===== config.mk =====
export PLATFORM = sky130hd
export DESIGN_NAME = pixelBusDecode_flat
export DESIGN_NICKNAME = d
export VERILOG_FILES = /design/src/verilog/b1Pkg.sv /design/src/verilog/pixelIf.sv /design/src/verilog/pixelBusDecode.sv /design/src/flat_wrapper.sv
export VERILOG_INCLUDE_DIRS = /design/src /design/src/verilog
export SDC_FILE = /design/constraint.sdc
export NUM_CORES = 1
export LEC_CHECK = 0
export BUFFER_PORTS_ARGS = -buffer_cell sky130_fd_sc_hd__clkbuf_2
export CAP_MARGIN = 20
export CORE_ASPECT_RATIO = 1.5
export CORE_MARGIN = 3
export CORE_UTILIZATION = 50
export CTS_CLUSTER_SIZE = 14
export DETAILED_ROUTE_END_ITERATION = 16
export GPL_TIMING_DRIVEN = 0
export PLACE_DENSITY = 0.82
export SLEW_MARGIN = 0
export SYNTH_ARGS = -nofsm -noshare
export SYNTH_HDL_FRONTEND = slang
export SYNTH_SLANG_ARGS = --single-unit

===== constraint.sdc =====
create_clock -name CLK_1MB -period 1.35 [get_ports CLK_1MB]
set_input_delay 0.27 -clock CLK_1MB [delete_from_list [all_inputs] [get_ports CLK_1MB]]
set_output_delay 0.27 -clock CLK_1MB [all_outputs]
set_load 0.01 [all_outputs]

===== src/verilog/b1_cfg.svh =====
`ifndef B1_CFG_SVH
`define B1_CFG_SVH

// Line buffer size, one entry per pixel of a line
`define B1_LB_DEPTH 256

// Fix tile byte delay, matches the tile fetch latency
`define B1_FIX_STAGES 3

// Top two CPU address bits of the palette RAM window
// 01 selects the $400000 area
`define B1_CPU_PAL_PAGE 2'b01

`endif


===== src/verilog/b1Pkg.sv =====
`default_nettype none

package b1Pkg;

	// Palette RAM address, palette number on top of color
	typedef logic [11:0] palAddr_t;

	// Sprite palette number from the pixel bus
	typedef logic [7:0] sprPal_t;

	// Fix palette number, upper 4 bits of palAddr_t forced to zero
	typedef logic [3:0] fixPal_t;

	// Color index in a palette, 0 is transparent
	typedef logic [3:0] color_t;

	// Pixel position on the line
	typedef logic [7:0] xPos_t;

endpackage

`default_nettype wire


===== src/verilog/pixelIf.sv =====
`default_nettype none
`timescale 1ns/1ps

interface pixelIf import b1Pkg::*; ();

	fixPal_t fixPal;		// From fix palette stage B
	color_t fixColor;		// Selected fix nibble
	sprPal_t sprPal;		// Line buffer output entry
	color_t sprColor;

	// Decode side, fix layer only
	modport fixSrc (
		output fixPal,
		output fixColor
	);

	// Line buffer side
	modport sprSrc (
		output sprPal,
		output sprColor
	);

	// Palette address mux reads everything
	modport mixer (
		input fixPal,
		input fixColor,
		input sprPal,
		input sprColor
	);

endinterface

`default_nettype wire


===== src/verilog/pixelBusDecode.sv =====
`default_nettype none
`timescale 1ns/1ps
`include "b1_cfg.svh"

module pixelBusDecode import b1Pkg::*; (
	input wire logic CLK_1MB,
	input wire logic reset,
	input wire logic [23:0] pBus,		// Palette numbers and sprite X
	input wire logic [7:0] fixData,	// Two fix pixels per byte
	input wire logic pck1,				// Sprite attribute strobe
	input wire logic pck2,				// Fix attribute strobe
	input wire logic s1h1,				// Even/odd fix pixel
	output logic xLoad,
	output xPos_t sprX,
	output sprPal_t latchedPal,
	pixelIf.fixSrc pix
);

	fixPal_t fixPalA;		// Newest pck2 value
	fixPal_t fixPalB;		// Previous one, goes out
	logic [7:0] fixPipe [`B1_FIX_STAGES];

	// Sprite attributes, xLoad one cycle behind the strobe
	always_ff @(posedge CLK_1MB)
	begin
		if (reset)
		begin
			xLoad <= 1'b0;
			sprX <= '0;
			latchedPal <= '0;
		end
		else
		begin
			xLoad <= pck1;
			if (pck1)
			begin
				latchedPal <= pBus[23:16];
				sprX <= pBus[15:8];
			end
		end
	end

	// Fix palette, two deep
	always_ff @(posedge CLK_1MB)
	begin
		if (reset)
		begin
			fixPalA <= '0;
			fixPalB <= '0;
		end
		else if (pck2)
		begin
			fixPalB <= fixPalA;
			fixPalA <= pBus[19:16];
		end
	end

	// Tile byte delay line, free running
	always_ff @(posedge CLK_1MB)
	begin
		if (reset)
		begin
			for (int i = 0; i < `B1_FIX_STAGES; i++)
				fixPipe[i] <= '0;
		end
		else
		begin
			fixPipe[0] <= fixData;
			for (int i = 1; i < `B1_FIX_STAGES; i++)
				fixPipe[i] <= fixPipe[i - 1];
		end
	end

	assign pix.fixPal = fixPalB;
	// High nibble on s1h1, stage C only
	assign pix.fixColor = s1h1 ? fixPipe[`B1_FIX_STAGES - 1][7:4]
		: fixPipe[`B1_FIX_STAGES - 1][3:0];

	// Both strobes share the pixel bus, so they can never overlap
	pckExclusive: assert property (@(posedge CLK_1MB) disable iff (reset)
		!(pck1 && pck2));

endmodule

`default_nettype wire


===== src/flat_wrapper.sv =====
// flat-port wrapper written by rule: the top's interface ports become plain ports
module pixelBusDecode_flat import b1Pkg::*;
  (CLK_1MB, reset, pBus, fixData, pck1, pck2, s1h1, xLoad, sprX, latchedPal, pix_fixPal, pix_fixColor);
  pixelIf pix_i ();
  input wire logic CLK_1MB;
  input wire logic reset;
  input wire logic [23:0] pBus;
  input wire logic [7:0] fixData;
  input wire logic pck1;
  input wire logic pck2;
  input wire logic s1h1;
  output logic xLoad;
  output xPos_t sprX;
  output sprPal_t latchedPal;
  output wire logic [$bits(pix_i.fixPal)-1:0] pix_fixPal;
  output wire logic [$bits(pix_i.fixColor)-1:0] pix_fixColor;
  assign pix_fixPal = pix_i.fixPal;
  assign pix_fixColor = pix_i.fixColor;
  pixelBusDecode u_core (.CLK_1MB(CLK_1MB), .reset(reset), .pBus(pBus), .fixData(fixData), .pck1(pck1), .pck2(pck2), .s1h1(s1h1), .xLoad(xLoad), .sprX(sprX), .latchedPal(latchedPal), .pix(pix_i));
endmodule

==> results.toml <==
[die]
design.portCount = 62
die_y_um = 74.9
start_util_pct = 53.2
num_rows = 24
die_width_um = 51.9
dieArea_mm2 = 0.00388
core_region_area_mm2 = 0.00297

[synth]
synth_area_leader_cell = "dfxtp_1"
ys_seq_area_share_pct = 62.1
synth-async-reset-ratio_pct = 0
synthTopCellsByCount = "dfxtp_1 (49), nor2b_1 (25), mux2i_1 (24)"
syn_area_per_cell_um2 = 11.8
yosys.area.top_type_share_pct = 62.1
synth_area_leaders = "dfxtp_1 (62%), mux2i_1 (15%), nor2b_1 (9.9%), nor2_1 (5.5%), mux2_2 (2.9%)"
ys_ff_latch = 49
synth-edff-count = 0
synth_cell_types = 12
yosysWarningCount = 0
synth.most_common_cell = "dfxtp_1"
synth_flop_cell = "dfxtp_1"
syn_area_mm2 = 0.00158
syn-num-nets = 171
postSynthCellCount = 134

[clocking]
clock_path_buffers = 2
clk_pin_slew_ns = 0.08
clk_root_buffer_cell = "clkbuf_8"
h-tree-depth = 2
hold_buffers = 0
numCtsBuffers = 5
cts.sinks = 49
post-cts-setup-buffers = 0
cts.repair.resized = 0
cts_tree = "done"
clk_latency_ns = 0.29

[sta]
finalHoldViolCount = 0
finalMaxSlewViolations = 0
grt_setup_unrepaired = "no"
clock.fmax_mhz = 805
worst_hold_slack_ns = 0.181
min_period_ns = 1.24
finalClockSkew_ns = 0.00315
setup_viol_count_final = 0
fin_setup_tns_ns = 0
slew_headroom_pct = 72.9
min_period_over_period_pct = 92.0
worst_pin_slew_ns = 0.407

[critical_path]
startpoint_type = "flop"
path_cells = "mux2_2 -> clkbuf_2"
endpoint_kind = "output pin"
critPathKind = "reg -> out"
crit_family = "flip-flops"
critical_path_buf_inv_count = 1
crit_fanout = 1
cpPeakStageDelay_ns = 0.30
cp.required_ns = 1.08
crit_slowest_cell = "dfxtp_1"
cp.arrival_ns = 0.97

[grt]
grt_pass1_wl_mm = 4.25
grt_pass1_vias = 1030
gr-usage-all-layers_pct = 14.8
grt.overflow.total = 0
antenna_found_initial = 0
grt_max_degree = 16

[status]
outcome = "finished clean"

[finish]
diodes = 0
finalNetCount = 228
area_delta_synth_final_pct = 26.5
drive_above_1_share_pct = 36.5

[drt]
dr.pass1.iters = 3
drtIter0Drc = 10
ant_nets = 0
drt-total-wl_mm = 2.54
dr_total_vias = 1064
avgViaCountPerCell = 4.61
drc = 0
post_drt_wl_per_cell_um = 11.0

[power]
p_per_area_mw_per_mm2 = 1410
power.leakage_nw = 0.977
peakVddDrop_mv = 0.993

[worst_hold_path]
hold_path_class = "in -> reg"

[placement]
dp.final_hpwl_mm = 2.00
portBuffers = 50
gp_congestion = 0.668

[run]
maxCapViolCount = 0
[cells in the final DEF (no fill, tap or decap)]
master,count
buf_2,2
mux2_2,4
nor2_2,1
clkbuf_2,51
buf_4,2
clkbuf_8,6
clkinvlp_4,1
nor2_1,23
buf_6,1
clkbuf_1,1
nor2b_1,25
bufinv_16,1
buf_12,1
dfxtp_1,49
mux2i_1,24
[worst paths after layout]
| path | start | slack, ns | to | cells past startpoint |
|---|---|---|---|---|
| setup / recovery | u_core.fixPipe[0][22] | 0.11 | pix_fixColor[2] | 2 |
| hold / removal | fixData[1] | 0.18 | u_core.fixPipe[0][1] | 2 |
| setup reg to reg | u_core.sprX[3] | 0.72 | u_core.sprX[3] | 2 |
| hold reg to reg | u_core.fixPipe[0][6] | 0.44 | u_core.fixPipe[0][14] | 1 |
[area by class of cell]
| type | count | area [um^2] |
|---|---|---|
| Sequential cell | 49 | 981 |
| Fill cell | 228 | 973 |
| Multi-Input combinational cell | 77 | 534 |
| Timing Repair Buffer | 50 | 250 |
| Clock buffer | 6 | 82.6 |
| Buffer | 8 | 65.1 |
| Tap cell | 39 | 48.8 |
| Clock inverter | 2 | 37.5 |
[through the flow]
step	total power [mW]	instances	setup WS [ns]	cell area, um^2	utilization, %
after floorplan	1.72	134	0.467	1580	-
after global placement	1.80	223	0.216	1880	63.2
after detailed placement	1.82	223	0.213	1880	63.2
after CTS	2.86	231	0.0860	2000	67.3
after global routing	2.93	231	0.0535	2000	67.3
final	2.82	231	0.108	2000	67.3
[report_power, final]
group | leakage [nW] | internal, mW | switching (mW)
logic | 0.516 | 0.125 | 0.112
clock network | 0.0574 | 0.601 | 0.438
registers | 0.404 | 1.51 | 0.0253
total | 0.977 | 2.24 | 0.576
[cell families after synthesis]
family,count (synthesis),synth area share (%)
flip-flops,49,62.1
buffers and inverters,8,4.12
AND/OR/NAND/NOR,49,15.8
multiplexers,28,18.1
[sequential cells by signal, summed over array words and instances (netlist names)]
name and cells:
u_core.fixPalA 4, u_core.fixPipe 24, u_core.xLoad 1, u_core.latchedPal 8
u_core.pix.fixPal 4, u_core.sprX 8
[routing by layer]
metal,vias up,track usage (%),routed length (um),share of wire (%)
met1,478,16.1,1030,40
met5,-,0,0,0
met4,0,9.62,56,2.2
li1,538,-,-,-
met3,5,3.17,190,7.5
met2,43,25.5,1270,50
Power figures use the tool's default switching activity.
