### src/verilog/b1_cfg.svh
`ifndef B1_CFG_SVH
`define B1_CFG_SVH

// Line buffer size, one entry per pixel of a line
`define B1_LB_DEPTH 256

// Fix tile byte delay, matches the tile fetch latency
`define B1_FIX_STAGES 3

// Top two CPU address bits of the palette RAM window
// 01 selects the $400000 area
`define B1_CPU_PAL_PAGE 2'b01

`endif

### src/verilog/b1Pkg.sv
`default_nettype none

package b1Pkg;

	// Palette RAM address, palette number on top of color
	typedef logic [11:0] palAddr_t;

	// Sprite palette number from the pixel bus
	typedef logic [7:0] sprPal_t;

	// Fix palette number, upper 4 bits of palAddr_t forced to zero
	typedef logic [3:0] fixPal_t;

	// Color index in a palette, 0 is transparent
	typedef logic [3:0] color_t;

	// Pixel position on the line
	typedef logic [7:0] xPos_t;

endpackage

`default_nettype wire

### src/verilog/pixelIf.sv
`default_nettype none
`timescale 1ns/1ps

interface pixelIf import b1Pkg::*; ();

	fixPal_t fixPal;		// From fix palette stage B
	color_t fixColor;		// Selected fix nibble
	sprPal_t sprPal;		// Line buffer output entry
	color_t sprColor;

	// Decode side, fix layer only
	modport fixSrc (
		output fixPal,
		output fixColor
	);

	// Line buffer side
	modport sprSrc (
		output sprPal,
		output sprColor
	);

	// Palette address mux reads everything
	modport mixer (
		input fixPal,
		input fixColor,
		input sprPal,
		input sprColor
	);

endinterface

`default_nettype wire

### src/verilog/paletteMixer.sv
`default_nettype none
`timescale 1ns/1ps
`include "b1_cfg.svh"

module paletteMixer import b1Pkg::*; (
	input wire logic CLK_1MB,
	input wire logic reset,
	input wire logic chbl,				// Blanking forces zero
	input wire logic nAs,				// CPU address strobe
	input wire logic [1:0] cpuAddrHi,
	input wire palAddr_t cpuAddr,
	output palAddr_t pa,
	pixelIf.mixer pix
);

	logic cpuHit;
	logic fixOpaque;
	palAddr_t paNext;

	// Palette RAM window decode
	assign cpuHit = !nAs && (cpuAddrHi == `B1_CPU_PAL_PAGE);
	assign fixOpaque = (pix.fixColor != '0);

	// Priority from CPU down to sprite
	always_comb
	begin
		if (cpuHit)
			paNext = cpuAddr;
		else if (chbl)
			paNext = '0;
		else if (fixOpaque)
			paNext = {4'b0000, pix.fixPal, pix.fixColor};	// Fix palettes are 0 to 15
		else
			paNext = {pix.sprPal, pix.sprColor};
	end

	// Palette address latch
	always_ff @(posedge CLK_1MB)
	begin
		if (reset)
			pa <= '0;
		else
			pa <= paNext;
	end

	// Blanking without a CPU palette access lands as zero on the next cycle
	blankZero: assert property (@(posedge CLK_1MB) disable iff (reset)
		(chbl && (nAs || cpuAddrHi != `B1_CPU_PAL_PAGE)) |=> (pa == '0));

endmodule

`default_nettype wire

### src/flat_wrapper.sv
// flat-port wrapper written by rule: the top's interface ports become plain ports
module paletteMixer_flat import b1Pkg::*;
  (CLK_1MB, reset, chbl, nAs, cpuAddrHi, cpuAddr, pa, pix_fixPal, pix_fixColor, pix_sprPal, pix_sprColor);
  pixelIf pix_i ();
  input wire logic CLK_1MB;
  input wire logic reset;
  input wire logic chbl;
  input wire logic nAs;
  input wire logic [1:0] cpuAddrHi;
  input wire palAddr_t cpuAddr;
  output palAddr_t pa;
  input wire logic [$bits(pix_i.fixPal)-1:0] pix_fixPal;
  input wire logic [$bits(pix_i.fixColor)-1:0] pix_fixColor;
  input wire logic [$bits(pix_i.sprPal)-1:0] pix_sprPal;
  input wire logic [$bits(pix_i.sprColor)-1:0] pix_sprColor;
  assign pix_i.fixPal = pix_fixPal;
  assign pix_i.fixColor = pix_fixColor;
  assign pix_i.sprPal = pix_sprPal;
  assign pix_i.sprColor = pix_sprColor;
  paletteMixer u_core (.CLK_1MB(CLK_1MB), .reset(reset), .chbl(chbl), .nAs(nAs), .cpuAddrHi(cpuAddrHi), .cpuAddr(cpuAddr), .pa(pa), .pix(pix_i));
endmodule
### config.mk
export PLATFORM = sky130hd
export DESIGN_NAME = paletteMixer_flat
export DESIGN_NICKNAME = d
export VERILOG_FILES = /design/src/verilog/b1Pkg.sv /design/src/verilog/pixelIf.sv /design/src/verilog/paletteMixer.sv /design/src/flat_wrapper.sv
export VERILOG_INCLUDE_DIRS = /design/src /design/src/verilog
export SDC_FILE = /design/constraint.sdc
export NUM_CORES = 1
export LEC_CHECK = 0
export BUFFER_PORTS_ARGS = -buffer_cell sky130_fd_sc_hd__buf_4
export CORE_MARGIN = 2
export CORE_UTILIZATION = 35
export CTS_CLUSTER_DIAMETER = 40
export DETAILED_ROUTE_END_ITERATION = 16
export HOLD_SLACK_MARGIN = 0.15
export PLACE_DENSITY = 0.82
export SLEW_MARGIN = 25
export SYNTH_ARGS = -nofsm -noshare
export SYNTH_HDL_FRONTEND = slang
export SYNTH_SLANG_ARGS = --single-unit
### constraint.sdc
create_clock -name CLK_1MB -period 1.4 [get_ports CLK_1MB]
set_clock_uncertainty 0.05 [all_clocks]
set_input_delay 0.21 -clock CLK_1MB [delete_from_list [all_inputs] [get_ports CLK_1MB]]
set_output_delay 0.21 -clock CLK_1MB [all_outputs]
set_load 0.02 [all_outputs]
==> impl_metrics.env, run 1 <==
export IMPL_hpwl_um=1220
export IMPL_numPortBuffers=49
export IMPL_vias=641
export IMPL_setup_violations_final=0
export IMPL_drc=0
export IMPL_grt_max_degree=9
export IMPL_worstSetupPathType="in2reg"
export IMPL_ys_seq_elements=12
export IMPL_die_h_um=43.5
export IMPL_synth_cell_type_count=15
export IMPL_htree_levels=1
export IMPL_slew_viol_final=0
export IMPL_ys_warn_count=0
export IMPL_syn_area_per_cell_um2=11.4
export IMPL_first_global_vias=637
export IMPL_reg_top3="u_core.pa: 12 flops"
export IMPL_synth_seq_area_share_pct=44.0
export IMPL_syn_area_um2=546
export IMPL_ant_nets=0
export IMPL_status="completed"
export IMPL_powerDensity_nw_per_um2=772
export IMPL_hp_class="in2reg"
export IMPL_ctsRootBufferMaster="clkbuf_4"
export IMPL_netSwitchingFraction_pct=23.9
export IMPL_drv_cap=0
export IMPL_period_needed_ns=1.02
export IMPL_antenna_found_initial=0
export IMPL_ir_worst_vdd_v=0.000516
export IMPL_coreArea_um2=1490
export IMPL_tritoncts="built"
export IMPL_fin_crit_sh_pct=72.7
export IMPL_syn_inst=48
export IMPL_avgRoutedWirePerCell_um=13.1
export IMPL_largest_reg_flops=12
export IMPL_cts_sinks=12
export IMPL_finalWirelength_um=1710
export IMPL_cts_buffers=3
export IMPL_cp_max_fo=8
export IMPL_cp_arrival_ns=1.17
export IMPL_pwr_share_comb_pct=24.9
export IMPL_power_share_clock_pct=32.5
export IMPL_clock_path_buffers=2
export IMPL_regMostFlops="u_core.pa"
export IMPL_placementRows=14
export IMPL_die_w_um=43.5
export IMPL_syn_num_nets=86
export IMPL_gp_congestion=0.818
export IMPL_die_area_um2=1890
export IMPL_grt_pass1_wl_um=2490
export IMPL_track_usage_pct=17.7
export IMPL_p_int_uw=645
export IMPL_vias_per_cell=4.93
export IMPL_hold_violations=0
export IMPL_final_core_util_pct=73.8
export IMPL_tightestPinTransition_ns=0.320
export IMPL_cp_end_kind="flip-flop"
export IMPL_post_cts_setup_buffer_count=0
export IMPL_syn2layout_area_growth_pct=101
export IMPL_power_leakage_uw=0.000501
export IMPL_start_kind="input port"
export IMPL_drt_initial_drc_count=5
export IMPL_io_pins=50
export IMPL_switchingPower_uw=203
export IMPL_cp_required_ns=1.55
export IMPL_clk_pin_slew_ns=0.08
export IMPL_num_antenna_cells=0
export IMPL_overflow=0
export IMPL_nets=153
export IMPL_fillCellCount=115
export IMPL_start_util_pct=36.6
export IMPL_drive_gt1_share_pct=53.5
export IMPL_power_share_sequential_pct=42.5
export IMPL_rsz0062_at_grt="no"
export IMPL_fmax_ghz=0.983
export IMPL_max_slew_margin_pct=78.7
export IMPL_finalSetupTns_ns=0
export IMPL_dr_pass1_iters=4
## placed cells by master (no fill, tap or decap), drive strengths merged
cell type / n
a21oi: 8
buf: 52
clkbuf: 4
dfxtp: 12
dlygate4sd3: 13
mux2i: 4
nand2: 4
nand4b: 4
nor2: 1
nor3b: 1
nor4: 1
o2bb2ai: 8
or3: 1
or3b: 1
## critical path: stages
cell and delay (ns):
buf_4 0.11, or3b_1 0.51, nor2_8 0.20, o2bb2ai_1 0.13
## per-layer routing
layer  vias to the layer above  track usage [%]  share of wire, %
li1                        319                -                 -
met1                       289             18.3                36
met2                        31             34.6                56
met3                         2             4.17               7.2
met4                         0             5.45              0.35
met5                         -                0                 0
## per-stage QoR
step	instances	worst slack (ns)	power (µW)	instance area, µm²	hold WS, ns
after global routing	130	0.360	884	1100	0.163
after floorplan	48	0.243	430	546	0.229
after CTS	130	0.389	850	1100	0.151
after detailed placement	113	0.0978	551	932	0.366
after global placement	113	0.134	547	932	0.362
final	130	0.382	848	1100	0.151
## synthesized netlist by cell type
cell	instances	area share [%]
a21oi_1	8	7.3
buf_2	1	0.92
buf_4	1	1.4
buf_6	1	2.1
dfxtp_1	12	44
mux2i_1	4	7.3
nand2_1	4	2.8
nand4b_1	4	6.4
nor2_8	1	3.7
nor3b_2	1	2.3
nor4_4	1	3.9
o2bb2ai_1	6	9.6
o2bb2ai_2	2	5.5
or3_1	1	1.1
or3b_1	1	1.6
## final cells by class
type,count,area (µm²),share of cell area [%]
clock buffers,4,36.3,3.30
flip-flops and latches,12,240,21.9
multi-input cells,33,282,25.6
well taps,16,20.0,1.82
repair buffers,65,520,47.4
## repair_timing
action | CTS | global route
gates resized for setup | 0 | 0
hold endpoints to repair | 12 | 0
hold buffers | 13 | 0
setup endpoints to repair | 0 | 0
## power by group through the flow
stage	Sequential, µW	Combinational (µW)	Clock, µW
floorplan	388	42.0	0
global placement	369	178	0
detailed placement	369	182	0
CTS	361	211	278
global route	362	225	297
finish	361	211	276
## worst paths after layout
path	slack (ns)	from	end	depth (start not counted)
worst max-delay path	0.38	cpuAddrHi[1]	u_core.pa[0]$_SDFF_PP0_	4
worst min-delay path	0.15	pix_sprColor[2]	u_core.pa[2]$_SDFF_PP0_	3
## kinds of logic after synthesis
family,synth area share (%)
compound gates,22.5
simple gates,21.8
flops,44.0
mux,7.34
buf+inv,4.36
Power figures use the tool's default switching activity.
==> run 2: changes to the inputs <==
--- a/config.mk
+++ b/config.mk
@@ -8,11 +8,11 @@
 export LEC_CHECK = 0
 export BUFFER_PORTS_ARGS = -buffer_cell sky130_fd_sc_hd__buf_4
 export CORE_MARGIN = 2
-export CORE_UTILIZATION = 35
+export CORE_UTILIZATION = 31
 export CTS_CLUSTER_DIAMETER = 40
 export DETAILED_ROUTE_END_ITERATION = 16
 export HOLD_SLACK_MARGIN = 0.15
-export PLACE_DENSITY = 0.82
+export PLACE_DENSITY = 0.78
 export SLEW_MARGIN = 25
 export SYNTH_ARGS = -nofsm -noshare
 export SYNTH_HDL_FRONTEND = slang
==> constraint.sdc (replaced) <==
create_clock -name CLK_1MB -period 0.9 [get_ports CLK_1MB]
set_clock_uncertainty 0.05 [all_clocks]
set_input_delay 0.135 -clock CLK_1MB [delete_from_list [all_inputs] [get_ports CLK_1MB]]
set_output_delay 0.135 -clock CLK_1MB [all_outputs]
set_load 0.02 [all_outputs]
==> run 2 against run 1 <==
  * The run now ends with setup timing left
  * Combinational power rose by 98%
  * Sequential power rose by 58%
  * Total power rose by 66%
  * Critical path depth did not move
  * Design area rose by 22%
  * Sequential share of layout area fell by 2.8 points
  * Hold slack got worse by 0.047 ns
  * Count of clock-buffer cells in the layout did not move
  * Clock power rose by 52%
  * Critical path type unchanged
  * Critical endpoint is now u_core.pa[8]$_SDFF_PP0_
  * Largest cell class unchanged
==> impl_metrics.env, run 2 (synthesis gave the netlist of run 1 again) <==
export IMPL_numPortBuffers=49
export IMPL_cp_arrival_ns=1.12
export IMPL_largest_reg_flops=12
export IMPL_cts_sinks=12
export IMPL_power_leakage_uw=0.000603
export IMPL_drv_cap=0
export IMPL_overflow=0
export IMPL_hp_class="in2reg"
export IMPL_tritoncts="built"
export IMPL_tightestPinTransition_ns=0.244
export IMPL_hpwl_um=1370
export IMPL_critPathMaxStageDelay_ns=0.54
export IMPL_start_util_pct=32.3
export IMPL_cp_required_ns=1.03
export IMPL_dr_pass1_iters=4
export IMPL_finalSetupTns_ns=-0.0991
export IMPL_slew_viol_final=0
export IMPL_nets=167
export IMPL_antenna_found_initial=0
export IMPL_track_usage_pct=22.4
export IMPL_dp_slack_ns=-0.334
export IMPL_grt_pass1_wl_um=3280
export IMPL_endpoint="u_core.pa[8]$_SDFF_PP0_"
export IMPL_gp_congestion=0.795
export IMPL_io_pins=50
export IMPL_reg_top3="u_core.pa: 12 flops"
export IMPL_drt_initial_drc_count=6
export IMPL_setup_violations_final=3
export IMPL_worstSetupPathType="in2reg"
export IMPL_critical_path_slowest_cell="dlygate4sd3_1"
export IMPL_fillCellCount=97
export IMPL_whs_ns=0.104
export IMPL_post_cts_setup_buffer_count=0
export IMPL_first_global_vias=723
export IMPL_vias_per_cell=4.93
export IMPL_ctsRootBufferMaster="clkbuf_4"
export IMPL_start_kind="input port"
export IMPL_htree_levels=1
export IMPL_die_h_um=46.0
export IMPL_clk_pin_slew_ns=0.08
export IMPL_vias=715
export IMPL_period_needed_ns=0.986
export IMPL_syn2layout_area_growth_pct=145
export IMPL_rsz0062_at_grt="yes"
export IMPL_drive_gt1_share_pct=64.1
export IMPL_cts_buffers=3
export IMPL_max_slew_margin_pct=83.6
export IMPL_status="finished, violations left"
export IMPL_clock_path_buffers=2
export IMPL_coreArea_um2=1690
export IMPL_cp_end_kind="flip-flop"
export IMPL_die_w_um=46.0
export IMPL_final_cell_mix="buf_4, dlygate4sd3_1, buf_6"
export IMPL_ant_nets=0
export IMPL_cp_max_fo=1
export IMPL_layout_commonest_cell="buf_4"
export IMPL_drc=0
export IMPL_ir_worst_vdd_v=0.000988
export IMPL_fmax_ghz=1.01
export IMPL_avgRoutedWirePerCell_um=15.3
export IMPL_num_antenna_cells=0
export IMPL_powerDensity_nw_per_um2=1050
export IMPL_finalWirelength_um=2220
export IMPL_violations="setup timing"
export IMPL_die_area_um2=2110
export IMPL_hold_violations=0
export IMPL_cp_cell_sequence="dlygate4sd3_1 -> buf_4 -> nand4b_1 -> a21oi_1"
export IMPL_grt_max_degree=9
export IMPL_fin_crit_sh_pct=110
export IMPL_regMostFlops="u_core.pa"
export IMPL_critPathLaunch="pix_sprPal[4]"
export IMPL_setup_ws_ns=-0.0862
export IMPL_placementRows=15
run 2: cell type report:
| cell class | count | area [µm²] | share of cell area [%] |
|---|---|---|---|
| multi-input combinational | 33 | 304 | 22.7 |
| clock buffer | 4 | 36.3 | 2.71 |
| sequential | 12 | 255 | 19.1 |
| timing repair buffer | 79 | 722 | 53.9 |
| tap | 17 | 21.3 | 1.59 |
run 2: critical path: cells and delay by family:
kind                   cells  cell delay (ns)
AO/OA/AOI/OAI              1             0.20
buffers and inverters      2             0.65
AND/OR/NAND/NOR            1             0.14
run 2: stage by stage:
| stage | instances | total power, µW | instance area (µm²) | utilization [%] |
|---|---|---|---|---|
| 2_1_floorplan | 48 | 670 | 549 | - |
| 3_5_place_dp | 118 | 869 | 963 | 57.0 |
| 3_3_place_gp | 118 | 862 | 963 | 57.0 |
| 4_1_cts | 143 | 1380 | 1290 | 76.1 |
| 5_1_grt | 145 | 1490 | 1340 | 79.3 |
| 6_report | 145 | 1410 | 1340 | 79.3 |
run 2: layer usage:
metal | vias to the layer above | wire, µm | GRT usage (%)
met5 | - | 0 | 0
met4 | 0 | 97 | 13.7
met3 | 8 | 66 | 3.97
met2 | 25 | 1220 | 38.9
met1 | 339 | 843 | 24.8
li1 | 343 | - | -
run 2: repair_timing:
| item | 4_1_cts | 5_1_grt |
|---|---|---|
| hold buffers | 21 | 3 |
| pin swaps | 3 | 5 |
| setup endpoints to repair | 19 | 18 |
| gates resized for setup | 25 | 12 |
| endpoints found under the hold margin | 12 | 7 |
run 2: how the worst min path moves through the flow:
stage / startpoint / endpoint / depth (start not counted)
6_report: pix_sprPal[3] / u_core.pa[7]$_SDFF_PP0_ / 3
5_1_grt: pix_fixPal[2] / u_core.pa[6]$_SDFF_PP0_ / 3
4_1_cts: pix_fixColor[2] / u_core.pa[2]$_SDFF_PP0_ / 3
3_5_place_dp: cpuAddr[3] / u_core.pa[3]$_SDFF_PP0_ / 2
3_3_place_gp: cpuAddr[3] / u_core.pa[3]$_SDFF_PP0_ / 2
2_1_floorplan: reset / u_core.pa[10]$_SDFF_PP0_ / 1
run 2: power breakdown:
part	leakage, µW	total [µW]	switching, µW	internal (µW)
combinational	0.000479	418	148	270
clock	0.0000210	419	173	245
sequential	0.000103	570	10.7	559
==> run 3: changes to the inputs <==
--- a/config.mk
+++ b/config.mk
@@ -8,11 +8,11 @@
 export LEC_CHECK = 0
 export BUFFER_PORTS_ARGS = -buffer_cell sky130_fd_sc_hd__buf_4
 export CORE_MARGIN = 2
-export CORE_UTILIZATION = 31
+export CORE_UTILIZATION = 35
 export CTS_CLUSTER_DIAMETER = 40
 export DETAILED_ROUTE_END_ITERATION = 16
 export HOLD_SLACK_MARGIN = 0.15
-export PLACE_DENSITY = 0.78
+export PLACE_DENSITY = 0.82
 export SLEW_MARGIN = 25
 export SYNTH_ARGS = -nofsm -noshare
 export SYNTH_HDL_FRONTEND = slang
==> constraint.sdc (replaced) <==
create_clock -name CLK_1MB -period 1 [get_ports CLK_1MB]
set_clock_uncertainty 0.05 [all_clocks]
set_input_delay 0.15 -clock CLK_1MB [delete_from_list [all_inputs] [get_ports CLK_1MB]]
set_output_delay 0.15 -clock CLK_1MB [all_outputs]
set_load 0.02 [all_outputs]
==> run 3 against run 2 <==
  * The flow now finishes without violations
  * Clock power down 2%
  * Worst setup slack better by 0.11 ns
  * Total power down 7.9%
  * Design area down 1.1%
  * Final cell count up 5.5%
  * Critical endpoint is now pa[3]
==> impl_metrics.env, run 3 (synthesis gave the netlist of run 1 again) <==
export IMPL_status="completed"
export IMPL_regMostFlops="u_core.pa"
export IMPL_tritoncts="built"
export IMPL_cp_num_cells=1
export IMPL_power_leakage_uw=0.000598
export IMPL_reg_top3="u_core.pa: 12 flops"
export IMPL_overflow=0
export IMPL_powerDensity_nw_per_um2=978
export IMPL_dpl_cell_area_um2=947
export IMPL_avgRoutedWirePerCell_um=16.2
export IMPL_fin_crit_sh_pct=97.5
export IMPL_drc=0
export IMPL_clock_path_buffers=2
export IMPL_num_antenna_cells=0
export IMPL_fillCellCount=66
export IMPL_hp_class="in2reg"
export IMPL_critPathMaxStageDelay_ns=0.34
export IMPL_critical_path_slowest_cell="dfxtp_1"
export IMPL_layout_commonest_cell="buf_4"
export IMPL_gp_congestion=0.753
export IMPL_drt_initial_drc_count=24
export IMPL_syn2layout_area_growth_pct=143
export IMPL_min_delay_start="chbl"
export IMPL_ir_worst_vdd_v=0.000749
export IMPL_p_total_uw=1300
export IMPL_antenna_found_initial=0
export IMPL_drv_cap=0
export IMPL_endpoint="pa[3]"
export IMPL_start_kind="flip-flop"
export IMPL_numPortBuffers=49
export IMPL_vias=757
export IMPL_slew_viol_final=0
export IMPL_nets=176
export IMPL_cts_buffers=3
export IMPL_io_pins=50
export IMPL_hpwl_um=1230
export IMPL_cp_required_ns=0.80
export IMPL_ant_nets=0
export IMPL_cp_arrival_ns=0.78
export IMPL_placementRows=14
export IMPL_die_w_um=43.5
export IMPL_hold_violations=0
export IMPL_first_global_vias=761
export IMPL_setup_violations_final=0
export IMPL_htree_levels=1
export IMPL_drive_gt1_share_pct=46.0
export IMPL_largest_reg_flops=12
export IMPL_grt_max_degree=9
export IMPL_cp_cell_sequence="buf_4"
export IMPL_hold_depth=4
export IMPL_ctsRootBufferMaster="clkbuf_4"
export IMPL_max_slew_margin_pct=78.7
export IMPL_crit_family="flip-flops"
export IMPL_coreArea_um2=1490
export IMPL_cts_sinks=12
export IMPL_vias_per_cell=4.95
export IMPL_period_needed_ns=0.975
export IMPL_rsz0062_at_grt="yes"
export IMPL_die_h_um=43.5
export IMPL_cp_max_fo=1
export IMPL_track_usage_pct=28.4
export IMPL_final_cell_mix="buf_4, dlygate4sd3_1, dfxtp_1"
export IMPL_fin_area_um2=1320
export IMPL_dr_pass1_iters=4
export IMPL_cp_end_kind="primary output"
export IMPL_clk_pin_slew_ns=0.08
export IMPL_die_area_um2=1890
export IMPL_start_util_pct=36.6
export IMPL_finalWirelength_um=2480
export IMPL_grt_pass1_wl_um=3570
export IMPL_fmax_ghz=1.03
export IMPL_worstSetupPathType="reg2out"
export IMPL_tightestPinTransition_ns=0.320
export IMPL_critPathLaunch="u_core.pa[3]$_SDFF_PP0_"
export IMPL_crit_buf_inv=1
## run 3: tightest hold or removal path: stages
cell and delay, ns:
buf_4 0.08, buf_4 0.10, nand4b_1 0.10, a21oi_1 0.05
## run 3: how the worst min path moves through the flow
stage	to	slack (ns)
floorplan	u_core.pa[10]$_SDFF_PP0_	0.17
finish	u_core.pa[11]$_SDFF_PP0_	0.19
global placement	u_core.pa[6]$_SDFF_PP0_	0.30
detailed placement	u_core.pa[6]$_SDFF_PP0_	0.31
global route	u_core.pa[11]$_SDFF_PP0_	0.19
CTS	u_core.pa[11]$_SDFF_PP0_	0.20
## run 3: final cells by class
cell class / instances / area [µm²] / area share [%]
clock buffers: 4 / 36.3 / 2.74
repair buffers: 88 / 746 / 56.3
well taps: 16 / 20.0 / 1.51
multi-input cells: 33 / 282 / 21.3
flip-flops and latches: 12 / 240 / 18.1
## run 3: through the flow
| step | setup WS [ns] | TNS (ns) | hold WS [ns] | std cells | utilization, % |
|---|---|---|---|---|---|
| 2_1_floorplan | -0.0973 | -0.297 | 0.169 | 48 | - |
| 5_1_grt | -0.000778 | -0.000778 | 0.193 | 153 | 88.9 |
| 4_1_cts | 0.0335 | 0 | 0.196 | 153 | 88.9 |
| 6_report | 0.0246 | 0 | 0.194 | 153 | 88.9 |
| 3_5_place_dp | -0.244 | -2.49 | 0.305 | 115 | 63.6 |
| 3_3_place_gp | -0.222 | -2.25 | 0.300 | 115 | 63.6 |
## run 3: per-layer routing
metal	GRT usage (%)	up-vias	share of wire (%)
li1	-	361	-
met4	17.0	0	3.5
met5	0	-	0
met2	54.0	35	57
met1	26.5	355	35
met3	7.50	6	4.1
## run 3: timing repair
action,CTS,global route
setup endpoints to repair,0,1
gates resized for setup,0,0
hold buffers,34,0
endpoints found under the hold margin,12,0
setup buffers,0,0
## run 3: report_power, final
part | total [µW] | switching, µW | internal, µW
sequential | 506 | 6.63 | 499
clock | 411 | 189 | 222
combinational | 379 | 137 | 241
total | 1300 | 332 | 963
